==> config.mk <==
export PLATFORM = sky130hd
export DESIGN_NAME = pow_top
export DESIGN_NICKNAME = d
export VERILOG_FILES = /design/src/common/pow_pkg.sv /design/src/design/step_strobe.sv /design/src/pow_pipe/pow_stage.sv /design/src/pow_pipe/pow_pipe.sv /design/src/design/pow_regs.sv /design/src/design/pow_top.sv
export SDC_FILE = /design/constraint.sdc
export NUM_CORES = 1
export LEC_CHECK = 0
export ABC_AREA = 1
export BUFFER_PORTS_ARGS = -buffer_cell sky130_fd_sc_hd__buf_2
export CORE_UTILIZATION = 45
export CTS_CLUSTER_DIAMETER = 30
export DETAILED_ROUTE_END_ITERATION = 12
export PLACE_DENSITY = 0.62
export SLEW_MARGIN = 5
export SYNTH_ARGS = -nofsm -noshare
export SYNTH_HDL_FRONTEND = slang
export SYNTH_SLANG_ARGS = --single-unit
==> constraint.sdc <==
create_clock -name clk -period 4.6 [get_ports clk]
set_clock_uncertainty 0.05 [all_clocks]
set_input_delay 0.92 -clock clk [delete_from_list [all_inputs] [get_ports clk]]
set_output_delay 0.92 -clock clk [all_outputs]
set_load 0.01 [all_outputs]
==> src/common/pow_pkg.sv <==
package pow_pkg;

    // Datapath widths.
    localparam int data_w   = 8;
    localparam int n_stages = 4;

    // Step divider and completion counter widths.
    localparam int div_w = 8;
    localparam int cnt_w = 8;

    // APB widths.
    localparam int apb_addr_w = 4;
    localparam int apb_data_w = 32;

    // Register offsets.
    localparam logic [apb_addr_w - 1:0] addr_ctrl    = 4'h0;
    localparam logic [apb_addr_w - 1:0] addr_operand = 4'h4;
    localparam logic [apb_addr_w - 1:0] addr_status  = 4'h8;
    localparam logic [apb_addr_w - 1:0] addr_result  = 4'hC;

    // Master to slave.
    typedef struct packed
    {
        logic                      psel;
        logic                      penable;
        logic                      pwrite;
        logic [apb_addr_w - 1:0]   paddr;
        logic [apb_data_w - 1:0]   pwdata;
    } apb_req_t;

    // Slave to master.
    typedef struct packed
    {
        logic [apb_data_w - 1:0]   prdata;
        logic                      pready;
        logic                      pslverr;
    } apb_rsp_t;

    // Pipeline word, power k sits in lane k-2 of pows.
    typedef struct packed
    {
        logic                                  vld;
        logic [data_w - 1:0]                   n;
        logic [data_w - 1:0]                   acc;
        logic [n_stages - 1:0][data_w - 1:0]   pows;
    } pow_item_t;

endpackage

==> src/design/step_strobe.sv <==
`timescale 1ns/10ps

module step_strobe
(
    input  logic                       clk,
    input  logic                       rst_n,
    input  logic [pow_pkg::div_w - 1:0] div_ratio,
    output logic                       step
);

    logic [pow_pkg::div_w - 1:0] cnt;

    // Down-counter, reloads on zero.
    always_ff @(posedge clk or negedge rst_n)
    begin
        if (!rst_n)
        begin
            cnt  <= '0;
            step <= 1'b0;
        end
        else if (cnt == '0)
        begin
            cnt  <= div_ratio;
            step <= 1'b1;
        end
        else
        begin
            cnt  <= cnt - 1'b1;
            step <= 1'b0;
        end
    end

endmodule

==> src/pow_pipe/pow_stage.sv <==
`timescale 1ns/10ps

module pow_stage
(
    input  logic               clk,
    input  logic               rst_n,
    input  logic               step,
    input  pow_pkg::pow_item_t d,
    output pow_pkg::pow_item_t q
);

    logic                                                  vld_q;
    logic [pow_pkg::data_w - 1:0]                          n_q;
    logic [pow_pkg::data_w - 1:0]                          acc_q;
    logic [pow_pkg::n_stages - 1:0][pow_pkg::data_w - 1:0] pows_q;
    logic [pow_pkg::data_w - 1:0]                          prod;

    // Truncated to data_w bits.
    assign prod = d.acc * d.n;

    always_ff @(posedge clk or negedge rst_n)
    begin
        if (!rst_n)
            vld_q <= 1'b0;
        else if (step)
            vld_q <= d.vld;
    end

    // The product enters the top lane; earlier lanes move down one,
    // so power k ends up in lane k-2 after the last stage.
    always_ff @(posedge clk)
    begin
        if (step)
        begin
            n_q    <= d.n;
            acc_q  <= prod;
            pows_q <= {prod, d.pows[pow_pkg::n_stages - 1:1]};
        end
    end

    assign q = '{vld: vld_q, n: n_q, acc: acc_q, pows: pows_q};

endmodule

==> src/pow_pipe/pow_pipe.sv <==
`timescale 1ns/10ps

module pow_pipe
(
    input  logic               clk,
    input  logic               rst_n,
    input  logic               step,
    input  pow_pkg::pow_item_t launch,
    output pow_pkg::pow_item_t done_item
);

    logic                         in_vld;
    logic [pow_pkg::data_w - 1:0] in_n;

    pow_pkg::pow_item_t chain [0:pow_pkg::n_stages];

    // Stage-0 input register.
    always_ff @(posedge clk or negedge rst_n)
    begin
        if (!rst_n)
            in_vld <= 1'b0;
        else if (step)
            in_vld <= launch.vld;
    end

    always_ff @(posedge clk)
    begin
        if (step)
            in_n <= launch.n;
    end

    // Seed acc with n so the first stage squares.
    assign chain[0] = '{vld: in_vld, n: in_n, acc: in_n, pows: '0};

    generate
        genvar i;

        for (i = 0; i < pow_pkg::n_stages; i = i + 1)
        begin : g_stage
            pow_stage u_stage
            (
                .clk   (clk),
                .rst_n (rst_n),
                .step  (step),
                .d     (chain[i]),
                .q     (chain[i + 1])
            );
        end
    endgenerate

    assign done_item = chain[pow_pkg::n_stages];

endmodule

==> src/design/pow_regs.sv <==
`timescale 1ns/10ps

module pow_regs
(
    input  logic                        clk,
    input  logic                        rst_n,
    input  pow_pkg::apb_req_t           apb_req,
    output pow_pkg::apb_rsp_t           apb_rsp,
    input  logic                        step,
    input  pow_pkg::pow_item_t          done_item,
    output logic [pow_pkg::div_w - 1:0] div_ratio,
    output pow_pkg::pow_item_t          launch
);

    logic                                                  access;
    logic                                                  wr;
    logic                                                  addr_ok;
    logic                                                  op_busy;
    logic                                                  op_wr;
    logic                                                  ctrl_wr;
    logic                                                  err;
    logic [pow_pkg::apb_data_w - 1:0]                      rdata;

    logic                                                  pending;
    logic [pow_pkg::data_w - 1:0]                          op_n;
    logic [pow_pkg::data_w - 1:0]                          res_n;
    logic [pow_pkg::n_stages - 1:0][pow_pkg::data_w - 1:0] res_pows;
    logic [pow_pkg::cnt_w - 1:0]                           done_cnt;

    assign access = apb_req.psel && apb_req.penable;
    assign wr     = access && apb_req.pwrite;

    assign addr_ok = (apb_req.paddr == pow_pkg::addr_ctrl)
                  || (apb_req.paddr == pow_pkg::addr_operand)
                  || (apb_req.paddr == pow_pkg::addr_status)
                  || (apb_req.paddr == pow_pkg::addr_result);

    // Operand write while a launch waits for step.
    assign op_busy = wr && (apb_req.paddr == pow_pkg::addr_operand) && pending;

    assign op_wr   = wr && (apb_req.paddr == pow_pkg::addr_operand) && !pending;
    assign ctrl_wr = wr && (apb_req.paddr == pow_pkg::addr_ctrl);
    assign err     = access && (!addr_ok || op_busy);

    always_ff @(posedge clk or negedge rst_n)
    begin
        if (!rst_n)
            div_ratio <= '0;
        else if (ctrl_wr)
            div_ratio <= apb_req.pwdata[pow_pkg::div_w - 1:0];
    end

    // Held until the pipeline takes it on step.
    always_ff @(posedge clk or negedge rst_n)
    begin
        if (!rst_n)
            pending <= 1'b0;
        else if (op_wr)
            pending <= 1'b1;
        else if (step)
            pending <= 1'b0;
    end

    always_ff @(posedge clk)
    begin
        if (op_wr)
            op_n <= apb_req.pwdata[pow_pkg::data_w - 1:0];
    end

    assign launch = '{vld: pending, n: op_n, acc: '0, pows: '0};

    // Result capture; a later completion overwrites.
    always_ff @(posedge clk or negedge rst_n)
    begin
        if (!rst_n)
        begin
            res_n    <= '0;
            res_pows <= '0;
            done_cnt <= '0;
        end
        else if (step && done_item.vld)
        begin
            res_n    <= done_item.n;
            res_pows <= done_item.pows;
            done_cnt <= done_cnt + 1'b1;
        end
    end

    always_comb
    begin
        case (apb_req.paddr)
            pow_pkg::addr_ctrl:    rdata = {24'b0, div_ratio};
            pow_pkg::addr_operand: rdata = {24'b0, res_n};
            pow_pkg::addr_status:  rdata = {16'b0, done_cnt, 7'b0, pending};
            pow_pkg::addr_result:  rdata = res_pows;
            default:               rdata = '0;
        endcase
    end

    // No wait states.
    assign apb_rsp = '{prdata: rdata, pready: 1'b1, pslverr: err};

endmodule

==> src/design/pow_top.sv <==
`timescale 1ns/10ps

module pow_top
(
    input  logic              clk,
    input  logic              rst_n,
    input  pow_pkg::apb_req_t apb_req,
    output pow_pkg::apb_rsp_t apb_rsp
);

    logic [pow_pkg::div_w - 1:0] div_ratio;
    logic                        step;
    pow_pkg::pow_item_t          launch;
    pow_pkg::pow_item_t          done_item;

    pow_regs u_regs
    (
        .clk       (clk),
        .rst_n     (rst_n),
        .apb_req   (apb_req),
        .apb_rsp   (apb_rsp),
        .step      (step),
        .done_item (done_item),
        .div_ratio (div_ratio),
        .launch    (launch)
    );

    // Clock-enable pulses for the pipeline.
    step_strobe u_strobe
    (
        .clk       (clk),
        .rst_n     (rst_n),
        .div_ratio (div_ratio),
        .step      (step)
    );

    pow_pipe u_pipe
    (
        .clk       (clk),
        .rst_n     (rst_n),
        .step      (step),
        .launch    (launch),
        .done_item (done_item)
    );

endmodule

==> flow_summary.yaml, run 1 <==
clock_network:
  clk_pin_slew_ps: 70
  cts_made_buffers: 17
  tritoncts: "built"
  clkLatencyLatePin_ps: 420
  clock_sinks: 180
  htreeDepth: 4
  cts_setup_buffers: 0
  cts_root_buffer: "clkbuf_16"
  clockBufferDepth: 2
  cts_resized: 0
  hold_buffers: 0
place:
  place_area_sq_um: 10560
  io_buffers: 49
  routabilityCongestion: 0.8236
  dp_hpwl_microns: 12640
cells_and_area:
  drive_gt1_frac: 0.1153
  n_fill_cell: 1963
  synthToLayoutAreaGrowth_pct: 11.47
  finish.instance_area_sq_um: 11150
  postLayoutCoreUtil: 0.5108
  multi_input_area_sq_um: 4004
  regArea_sq_um: 5079
  nNetsFinal: 1201
  insertedDiodeCount: 0
timing:
  post-route-min-period_ps: 4049
  post-route-period-util: 0.8801
  max_freq_mhz: 247.0
  tightest_slew_ps: 1080
  rsz0062_at_grt: "false"
  hold_viol: 0
  timing.hold.ws_ps: 368.2
  setup_viol: 0
  final_max_slew_viol_count: 0
  final.setup.tns_ps: 0
  slew_headroom: 0.2776
setup_path:
  cp-startpoint: "u_pipe.g_stage[1].u_stage.q[25]"
  r2r-end: "u_pipe.g_stage[2].u_stage.acc_q[7]"
  endpoint_kind: "register"
  endpoint: "u_pipe.g_stage[2].u_stage.acc_q[7]"
  start_kind: "register"
  critPathArrivalTime_ps: 4170
  critPathMaxFanout: 8
  ff2ff_setup_slack_ps: 550
  crit_required_ps: 4720
  r2r_start: "u_pipe.g_stage[1].u_stage.q[25]"
  r2r_cells: 19
  path_class: "reg -> reg"
route:
  finalWirelength_microns: 17390
  post_drt_wl_per_cell_microns: 12.91
  vias: 6324
  antenna_left: 0
  vias_per_cell: 4.695
  drc_errors: 2
  dr.pass1.iters: 9
  first_iter_violations: 293
grt:
  overflow: 0
  grtUsageTotal: 0.1653
  grt_start_max_net_pins: 67
  antenna_found_initial: 0
  grt_pass1_vias: 6126
  grt_pass1_wl_microns: 29120
run:
  cap_violations: 0
die:
  std_cell_rows: 54
  coreArea_sq_um: 21820
  ios: 75
  start_util: 0.4582
  die-area_sq_um: 22820
  die_x_microns: 151.1
  die_h_microns: 151.1
synthesis:
  synthArstFlopShare: 0.3667
  postSynthAreaPerCell_sq_um: 10.06
  synth.most_common_cell: "nand2_1"
  synthSimpleGateAreaFrac: 0.1474
  ys_ff_latch: 180
  yosysTopAreaCellShare: 0.3423
  yosys-top-cells-count: "nand2_1, inv_1, edfxtp_1, dfrtp_1, ha_1"
  synth-edff-count: 114
  synth_top_area_cell: "edfxtp_1"
  yosysWarningCount: 0
  synth_compound_area_frac: 0.03441
  synth_top_family_by_area: "adder cells"
  muxShareOfSynthArea: 0.02477
  synthAdderAreaFrac: 0.1649
  netlist_instances: 994
  synthTopCellsByArea: "edfxtp_1, dfrtp_1, nand2_1, fa_1, inv_1"
  netlist_area_sq_um: 10000
  synth_xor_area_frac: 0.02628
  synth.distinct_cells: 40
  synth_ff_type: "edfxtp_1"
  ys_seq_area_frac: 0.5075
pwr:
  ir_worst_vdd_mv: 0.2264
  cellLeakagePower_nw: 5.662
  powerDensity_nw_per_um2: 299.4
hold_path:
  min_path_type: "reg -> reg"
status:
  violations: "DRC"
  status: "finished with violations"
-- report_power, final --
group,switching (W),internal (W)
Combinational,0.0000790,0.0000531
Clock,0.000618,0.000797
Sequential,0.0000375,0.00175
Total,0.000734,0.00260
-- layer usage --
| layer | up-vias | global-route usage | share of wire |
|---|---|---|---|
| met5 | - | 0 | 0 |
| met4 | 0 | 0.04200 | 0.0083 |
| met3 | 9 | 0.02982 | 0.024 |
| met2 | 96 | 0.2716 | 0.48 |
| met1 | 3002 | 0.2262 | 0.49 |
| li1 | 3217 | - | - |
-- final cells by class --
cell class                 instances  area share
tap                              280     0.03143
multi-input combinational        575      0.3592
clock inverter                    10     0.01044
sequential                       180      0.4556
inverter                         226     0.07610
timing repair buffer              54     0.02537
clock buffer                      22     0.04187
-- sequential cells by signal, summed over array words and instances, names as in the netlist --
register / cells
u_pipe.g_stage.u_stage.q: 54
u_pipe.g_stage.u_stage.acc_q: 13
u_regs.op_n: 8
u_pipe.g_stage.u_stage.n_q: 31
u_regs.done_cnt: 8
u_regs.div_ratio: 8
u_strobe.cnt: 8
u_pipe.in_vld: 1
u_regs.pending: 1
u_strobe.step: 1
u_regs.res_pows: 28
u_regs.res_n: 7
u_pipe.in_n: 8
u_pipe.g_stage.u_stage.vld_q: 4
-- cells in the final DEF, fill, tap and decap left out, types with 2 or more instances in the layout --
| cell type | count |
|---|---|
| nor2_1 | 41 |
| buf_2 | 49 |
| nand4_1 | 2 |
| clkinv_4 | 4 |
| clkbuf_1 | 3 |
| xnor2_1 | 8 |
| o211ai_1 | 6 |
| inv_2 | 4 |
| o21ai_0 | 10 |
| dfrtp_1 | 65 |
| inv_6 | 2 |
| mux2_2 | 22 |
| nor3_2 | 4 |
| nand3b_1 | 3 |
| a21oi_1 | 25 |
| nand3_1 | 42 |
| edfxtp_1 | 114 |
| a22o_1 | 2 |
| nor2_4 | 2 |
| nand2_1 | 242 |
| or2_1 | 2 |
| xor2_1 | 22 |
| conb_1 | 7 |
| nand3_2 | 2 |
| a31oi_1 | 2 |
| clkbuf_16 | 18 |
| fa_1 | 43 |
| inv_1 | 222 |
| buf_4 | 5 |
| nand2_2 | 2 |
| o21ai_1 | 14 |
| ha_1 | 63 |
-- cells by family after synthesis --
kind of cell             Yosys count
AND/OR/NAND/NOR                  348
multiplexers                      22
flip-flops                       180
AO/OA/AOI/OAI                     62
adder cells (fa/ha/maj)          106
other                              2
XOR/XNOR                          30
buffers and inverters            244
-- worst min-delay path by stage --
| stage | startpoint | to | cells past startpoint |
|---|---|---|---|
| after floorplan | u_pipe.in_n[7] | u_pipe.g_stage[0].u_stage.n_q[7] | 0 |
| after global placement | u_pipe.g_stage[2].u_stage.q[12] | u_pipe.g_stage[3].u_stage.q[4] | 0 |
| after detailed placement | u_pipe.g_stage[2].u_stage.q[18] | u_pipe.g_stage[3].u_stage.q[10] | 0 |
| after CTS | u_pipe.g_stage[2].u_stage.q[11] | u_pipe.g_stage[3].u_stage.q[3] | 0 |
| after global routing | u_pipe.g_stage[2].u_stage.q[21] | u_pipe.g_stage[3].u_stage.q[13] | 0 |
| final | u_pipe.g_stage[2].u_stage.q[10] | u_pipe.g_stage[3].u_stage.q[2] | 0 |
-- critical path, stage by stage (launching register included) --
cell      delay, ps
edfxtp_1        530
nand2_1         110
inv_1            60
fa_1            420
inv_1            90
fa_1            400
fa_1            480
fa_1            560
inv_1            50
ha_1            330
a21oi_1         170
nand2_1          70
nand2_1          60
nand2_1          60
nand2_1          60
inv_1            30
nor2_1          120
inv_1            50
nand2_1          60
nand2_1          40
-- stage by stage --
stage / setup WS (ps) / power [W] / cells
floorplan: 827.4 / 0.001906 / 999
global placement: 543.2 / 0.001953 / 1315
detailed placement: 535.6 / 0.001958 / 1315
CTS: 527.6 / 0.003371 / 1347
global route: 287.4 / 0.003469 / 1347
finish: 551.4 / 0.003338 / 1347
Note: power is estimated with default switching activity, not from simulation.
==> run 2, diff against run 1 <==
==> constraint.sdc (replaced) <==
create_clock -name clk -period 5.05 [get_ports clk]
set_clock_uncertainty 0.05 [all_clocks]
set_input_delay 1.01 -clock clk [delete_from_list [all_inputs] [get_ports clk]]
set_output_delay 1.01 -clock clk [all_outputs]
set_load 0.01 [all_outputs]
==> run 2 against run 1 <==
The flow now finishes without violations. Wire length about the same. Worst setup slack better by 390 ps. Die area is the same. Combinational power is 9% lower. Utilization decreased by 0.17 points. Critical path depth unchanged.
==> flow_summary.yaml, run 2 (synthesis results as in run 1) <==
clock_network:
  clockBufferDepth: 2
  clkLatencyLatePin_ps: 430
  cts_root_buffer: "clkbuf_16"
  htreeDepth: 4
  tritoncts: "built"
  clk_pin_slew_ps: 70
  hold_buffers: 0
  cts_setup_buffers: 0
  cts_resized: 0
  cts_made_buffers: 17
  clock_sinks: 180
route:
  wl_met1_microns: 8592
  drc_errors: 0
  highest_layer: "met4"
  first_iter_violations: 285
  vias: 6326
  met2WireLength_microns: 8018
  finalWirelength_microns: 17380
  wl_met3_microns: 517
  vias_per_cell: 4.707
  post_drt_wl_per_cell_microns: 12.93
  antenna_left: 0
  dr.pass1.iters: 5
setup_path:
  slowest_delay_ps: 550
  critPathArrivalTime_ps: 4240
  worstPathCellList: "nand2_1 > inv_1 > fa_1 > inv_1 > fa_1 > fa_1 > fa_1 > inv_1 > ha_1 > a21oi_1 > nand2_1 > nand2_1 > nand2_1 > nand2_1 > inv_1 > nor2_1 > inv_1 > nand2_1 > nand2_1"
  path_class: "reg -> reg"
  slowest_stage: "fa_1"
  critPathTopFamily: "adder cells"
  endpoint_kind: "register"
  crit_required_ps: 5180
  critPathMaxFanout: 8
  cp_common_cell: "nand2_1"
  crit_buf_inv: 5
  start_kind: "register"
die:
  ios: 75
  start_util: 0.4582
  die_h_microns: 151.1
  std_cell_rows: 54
  die_x_microns: 151.1
  coreArea_sq_um: 21820
  die-area_sq_um: 22820
cells_and_area:
  synthToLayoutAreaGrowth_pct: 11.10
  layout_commonest_cell: "nand2_1"
  drive_gt1_frac: 0.1147
  insertedDiodeCount: 0
  final_cell_mix: "nand2_1, inv_1, edfxtp_1"
  largest_reg_flops: 54
  postLayoutCoreUtil: 0.5091
  nNetsFinal: 1198
timing:
  post-route-period-util: 0.8144
  final_max_slew_viol_count: 0
  slew_headroom: 0.2756
  setup_viol: 0
  final.setup.tns_ps: 0
  hold_viol: 0
  tightest_slew_ps: 1083
  rsz0062_at_grt: "false"
  post-route-min-period_ps: 4113
  max_freq_mhz: 243.2
grt:
  overflow: 0
  grtUsageTotal: 0.1669
  antenna_found_initial: 0
  grt_start_max_net_pins: 79
  grt_pass1_vias: 6149
  grt_pass1_wl_microns: 29330
pwr:
  p_clk_frac: 0.419
  swShare: 0.2375
  ir_worst_vdd_mv: 0.2358
  power_frac_seq: 0.541
  p_comb_frac: 0.040
  cellLeakagePower_nw: 5.637
  powerDensity_nw_per_um2: 271.3
  switching_power_w: 0.0007157
  p_int_w: 0.002298
place:
  routabilityCongestion: 0.8395
  io_buffers: 49
  dp_hpwl_microns: 12500
run:
  cap_violations: 0
hold_path:
  min_path_type: "reg -> reg"
status:
  status: "completed"
run 2: cell count changes in the layout (fill, tap and decap cells not counted), sizes merged:
| cell | previous run | this run |
|---|---|---|
| buf | 54 | 51 |
| bufinv | 1 | 0 |
| clkbuf | 22 | 18 |
| clkinv | 5 | 6 |
| clkinvlp | 0 | 1 |
| inv | 230 | 233 |
run 2: path summary, 6_finish.rpt:
kind	start	to	slack (ps)	cells after the start
max	u_pipe.g_stage[1].u_stage.q[25]	u_pipe.g_stage[2].u_stage.acc_q[7]	940	19
min	u_pipe.g_stage[1].u_stage.q[18]	u_pipe.g_stage[2].u_stage.q[10]	370	0
max reg2reg	u_pipe.g_stage[1].u_stage.q[25]	u_pipe.g_stage[2].u_stage.acc_q[7]	940	19
min reg2reg	u_pipe.g_stage[1].u_stage.q[18]	u_pipe.g_stage[2].u_stage.q[10]	370	0
max in group asynchronous	rst_n	u_regs.res_pows[11]	3460	2
min in group asynchronous	rst_n	u_strobe.cnt[5]	550	1
run 2: per-stage QoR:
step / hold WS, ps / total power, W / instance area, sq um / setup slack, ps / std cells
after floorplan: 350.3 / 0.001736 / 10020 / 1277 / 999
after global placement: 352.8 / 0.001779 / 10540 / 977.7 / 1312
after detailed placement: 354.5 / 0.001782 / 10540 / 966.3 / 1312
after CTS: 371.3 / 0.003046 / 11110 / 921.0 / 1344
after global routing: 379.1 / 0.003127 / 11110 / 676.7 / 1344
final: 369.0 / 0.003014 / 11110 / 937.3 / 1344
run 2: power by group through the flow:
stage / logic, W / clock network [W] / registers, W
detailed placement: 0.000122 / 0 / 0.00166
finish: 0.000120 / 0.00126 / 0.00163
global placement: 0.000119 / 0 / 0.00166
CTS: 0.000123 / 0.00129 / 0.00163
floorplan: 0.0000823 / 0 / 0.00165
global route: 0.000141 / 0.00135 / 0.00164
run 2: cell type report:
cell class,instances,area [sq um]
clock buffers,18,429.2
clock inverters,14,138.9
fillers,1969,10710
inverters,226,848.3
multi-input cells,575,4004
flip-flops and latches,180,5079
well taps,280,350.3
repair buffers,51,260.3
run 2: per-layer routing:
metal  global-route usage  vias to the layer above
met5                    0                        -
met4              0.05900                        0
met3              0.03042                       21
met2               0.2683                      109
met1               0.2265                     2987
li1                     -                     3209
==> run 3, diff against run 2 <==
--- a/config.mk
+++ b/config.mk
@@ -10,7 +10,7 @@
 export CORE_UTILIZATION = 45
 export CTS_CLUSTER_DIAMETER = 30
 export DETAILED_ROUTE_END_ITERATION = 12
-export PLACE_DENSITY = 0.62
+export PLACE_DENSITY = 0.64
 export SLEW_MARGIN = 5
 export SYNTH_ARGS = -nofsm -noshare
 export SYNTH_HDL_FRONTEND = slang
==> constraint.sdc (replaced) <==
create_clock -name clk -period 3.7 [get_ports clk]
set_clock_uncertainty 0.05 [all_clocks]
set_input_delay 0.74 -clock clk [delete_from_list [all_inputs] [get_ports clk]]
set_output_delay 0.74 -clock clk [all_outputs]
set_load 0.01 [all_outputs]
==> run 3 against run 2 <==
The run now ends with setup timing left. Utilization is 3.7 points higher. Fmax is 11% higher. Critical endpoint unchanged. Final area is 7.2% higher.
==> flow_summary.yaml, run 3 (synthesis results as in run 1) <==
status:
  status: "finished with violations"
  violations: "setup timing"
die:
  die-area_sq_um: 22820
  coreArea_sq_um: 21820
  die_h_microns: 151.1
  std_cell_rows: 54
  start_util: 0.4582
  ios: 75
  die_x_microns: 151.1
cells_and_area:
  stdcell_count: 1415
  final_cell_mix: "nand2_1, inv_1, edfxtp_1"
  finish.instance_area_sq_um: 11910
  postLayoutCoreUtil: 0.5458
  nNetsFinal: 1269
  synthToLayoutAreaGrowth_pct: 19.12
  largest_reg_flops: 54
  insertedDiodeCount: 0
  n_fill_cell: 1900
  layout_commonest_cell: "nand2_1"
  drive_gt1_frac: 0.2088
grt:
  grtUsageTotal: 0.1673
  overflow: 0
  grt_pass1_vias: 6372
  grt_pass1_wl_microns: 29540
  grt_start_max_net_pins: 85
  antenna_found_initial: 0
run:
  cap_violations: 0
timing:
  post-route-period-util: 1.000
  final_max_slew_viol_count: 0
  post-route-min-period_ps: 3701
  rsz0062_at_grt: "true"
  slew_headroom: 0.3318
  setup_viol: 2
  hold_viol: 0
  tightest_slew_ps: 1002
  worst_slack_ps: -1.288
  max_freq_mhz: 270.2
  final.setup.tns_ps: -2.171
pwr:
  cellLeakagePower_nw: 5.995
  powerDensity_nw_per_um2: 358.6
  ir_worst_vdd_mv: 0.2823
setup_path:
  crit_required_ps: 3830
  critPathArrivalTime_ps: 3830
  worstPathCellList: "nand2_1 > fa_1 > inv_1 > ha_1 > inv_1 > fa_1 > fa_1 > inv_2 > ha_4 > a21oi_2 > nand2_1 > nand2_1 > nand2_2 > nor2_2 > nor2_4 > nand3_1 > nand2_1"
  cp_common_cell: "nand2_1"
  path_class: "reg -> reg"
  critPathMaxFanout: 4
  endpoint_kind: "register"
  start_kind: "register"
  slowest_delay_ps: 530
  critPathTopFamily: "adder cells"
  slowest_stage: "fa_1"
  crit_buf_inv: 3
place:
  io_buffers: 49
  routabilityCongestion: 0.8106
  post-place-ws_ps: -169.1
  place_area_sq_um: 11050
  placedCellCount: 1377
  dp_hpwl_microns: 13050
clock_network:
  clock_sinks: 180
  clk_pin_slew_ps: 80
  clockBufferDepth: 2
  hold_buffers: 0
  clkLatencyLatePin_ps: 430
  cts_made_buffers: 17
  tritoncts: "built"
  cts_root_buffer: "clkbuf_16"
  htreeDepth: 4
route:
  vias: 6611
  vias_per_cell: 4.672
  met2WireLength_microns: 8403
  drc_errors: 0
  dr.pass1.iters: 5
  wl_met1_microns: 8575
  post_drt_wl_per_cell_microns: 12.47
  antenna_left: 0
  first_iter_violations: 316
  wl_met3_microns: 498
  highest_layer: "met4"
  finalWirelength_microns: 17640
hold_path:
  min_path_type: "in -> async"
## run 3: cell types whose count changed in the layout (fill, tap and decap cells not counted), moves of 4 or more
cell / change
inv_1: -11
inv_12: +4
inv_2: +11
nand2_2: +8
ha_1: -8
inv_6: -4
buf_4: +69
fa_1: -7
ha_4: +8
nand2_1: -8
fa_2: +7
## run 3: stage by stage
stage	hold WS [ps]	power (W)
after global routing	309.7	0.004435
final	272.4	0.004272
after detailed placement	354.5	0.002439
after floorplan	350.3	0.002369
after CTS	278.8	0.004311
after global placement	350.5	0.002432
## run 3: layout make-up
class,count,area [sq um],area share
Timing Repair Buffer,122,800.8,0.06723
Multi-Input combinational cell,575,4193,0.3520
Inverter,226,848.3,0.07122
Clock buffer,17,425.4,0.03571
Tap cell,280,350.3,0.02941
Sequential cell,180,5079,0.4264
Clock inverter,15,215.2,0.01807
## run 3: what timing repair did
item | 4_1_cts | 5_1_grt
resized for setup | 16 | 30
pin swaps | 19 | 25
endpoints found under the setup margin | 3 | 7
cloned | 0 | 0
setup buffers | 4 | 2
## run 3: power breakdown
group	total, W	internal (W)	switching [W]
clock	0.00188	0.000950	0.000926
combinational	0.000174	0.0000695	0.000105
sequential	0.00222	0.00218	0.0000443
## run 3: path summary, 6_finish.rpt
path / startpoint / end / slack (ps) / depth (start not counted)
setup / recovery: u_pipe.g_stage[1].u_stage.q[26] / u_pipe.g_stage[2].u_stage.acc_q[7] / -1 / 17
hold / removal: rst_n / u_regs.res_pows[30] / 270 / 1
setup reg to reg: u_pipe.g_stage[1].u_stage.q[26] / u_pipe.g_stage[2].u_stage.acc_q[7] / -1 / 17
hold reg to reg: u_pipe.g_stage[2].u_stage.q[14] / u_pipe.g_stage[3].u_stage.q[6] / 370 / 0
max in group asynchronous: rst_n / u_regs.res_pows[9] / 2640 / 2
min in group clk: u_pipe.g_stage[2].u_stage.q[14] / u_pipe.g_stage[3].u_stage.q[6] / 370 / 0
## run 3: per-layer routing
metal | up-vias | global-route usage
li1 | 3368 | -
met1 | 3145 | 0.2214
met2 | 78 | 0.2851
met3 | 20 | 0.02922
met4 | 0 | 0.04050
met5 | - | 0
## run 3: worst register-to-register path: cells and delay by family, from the launching register on
family | cells | cell delay [ps]
AOI/OAI and AO/OA | 1 | 150
adders and majority gates | 5 | 2030
buffers and inverters | 3 | 140
DFF | 1 | 410
and+or+nand+nor | 8 | 690
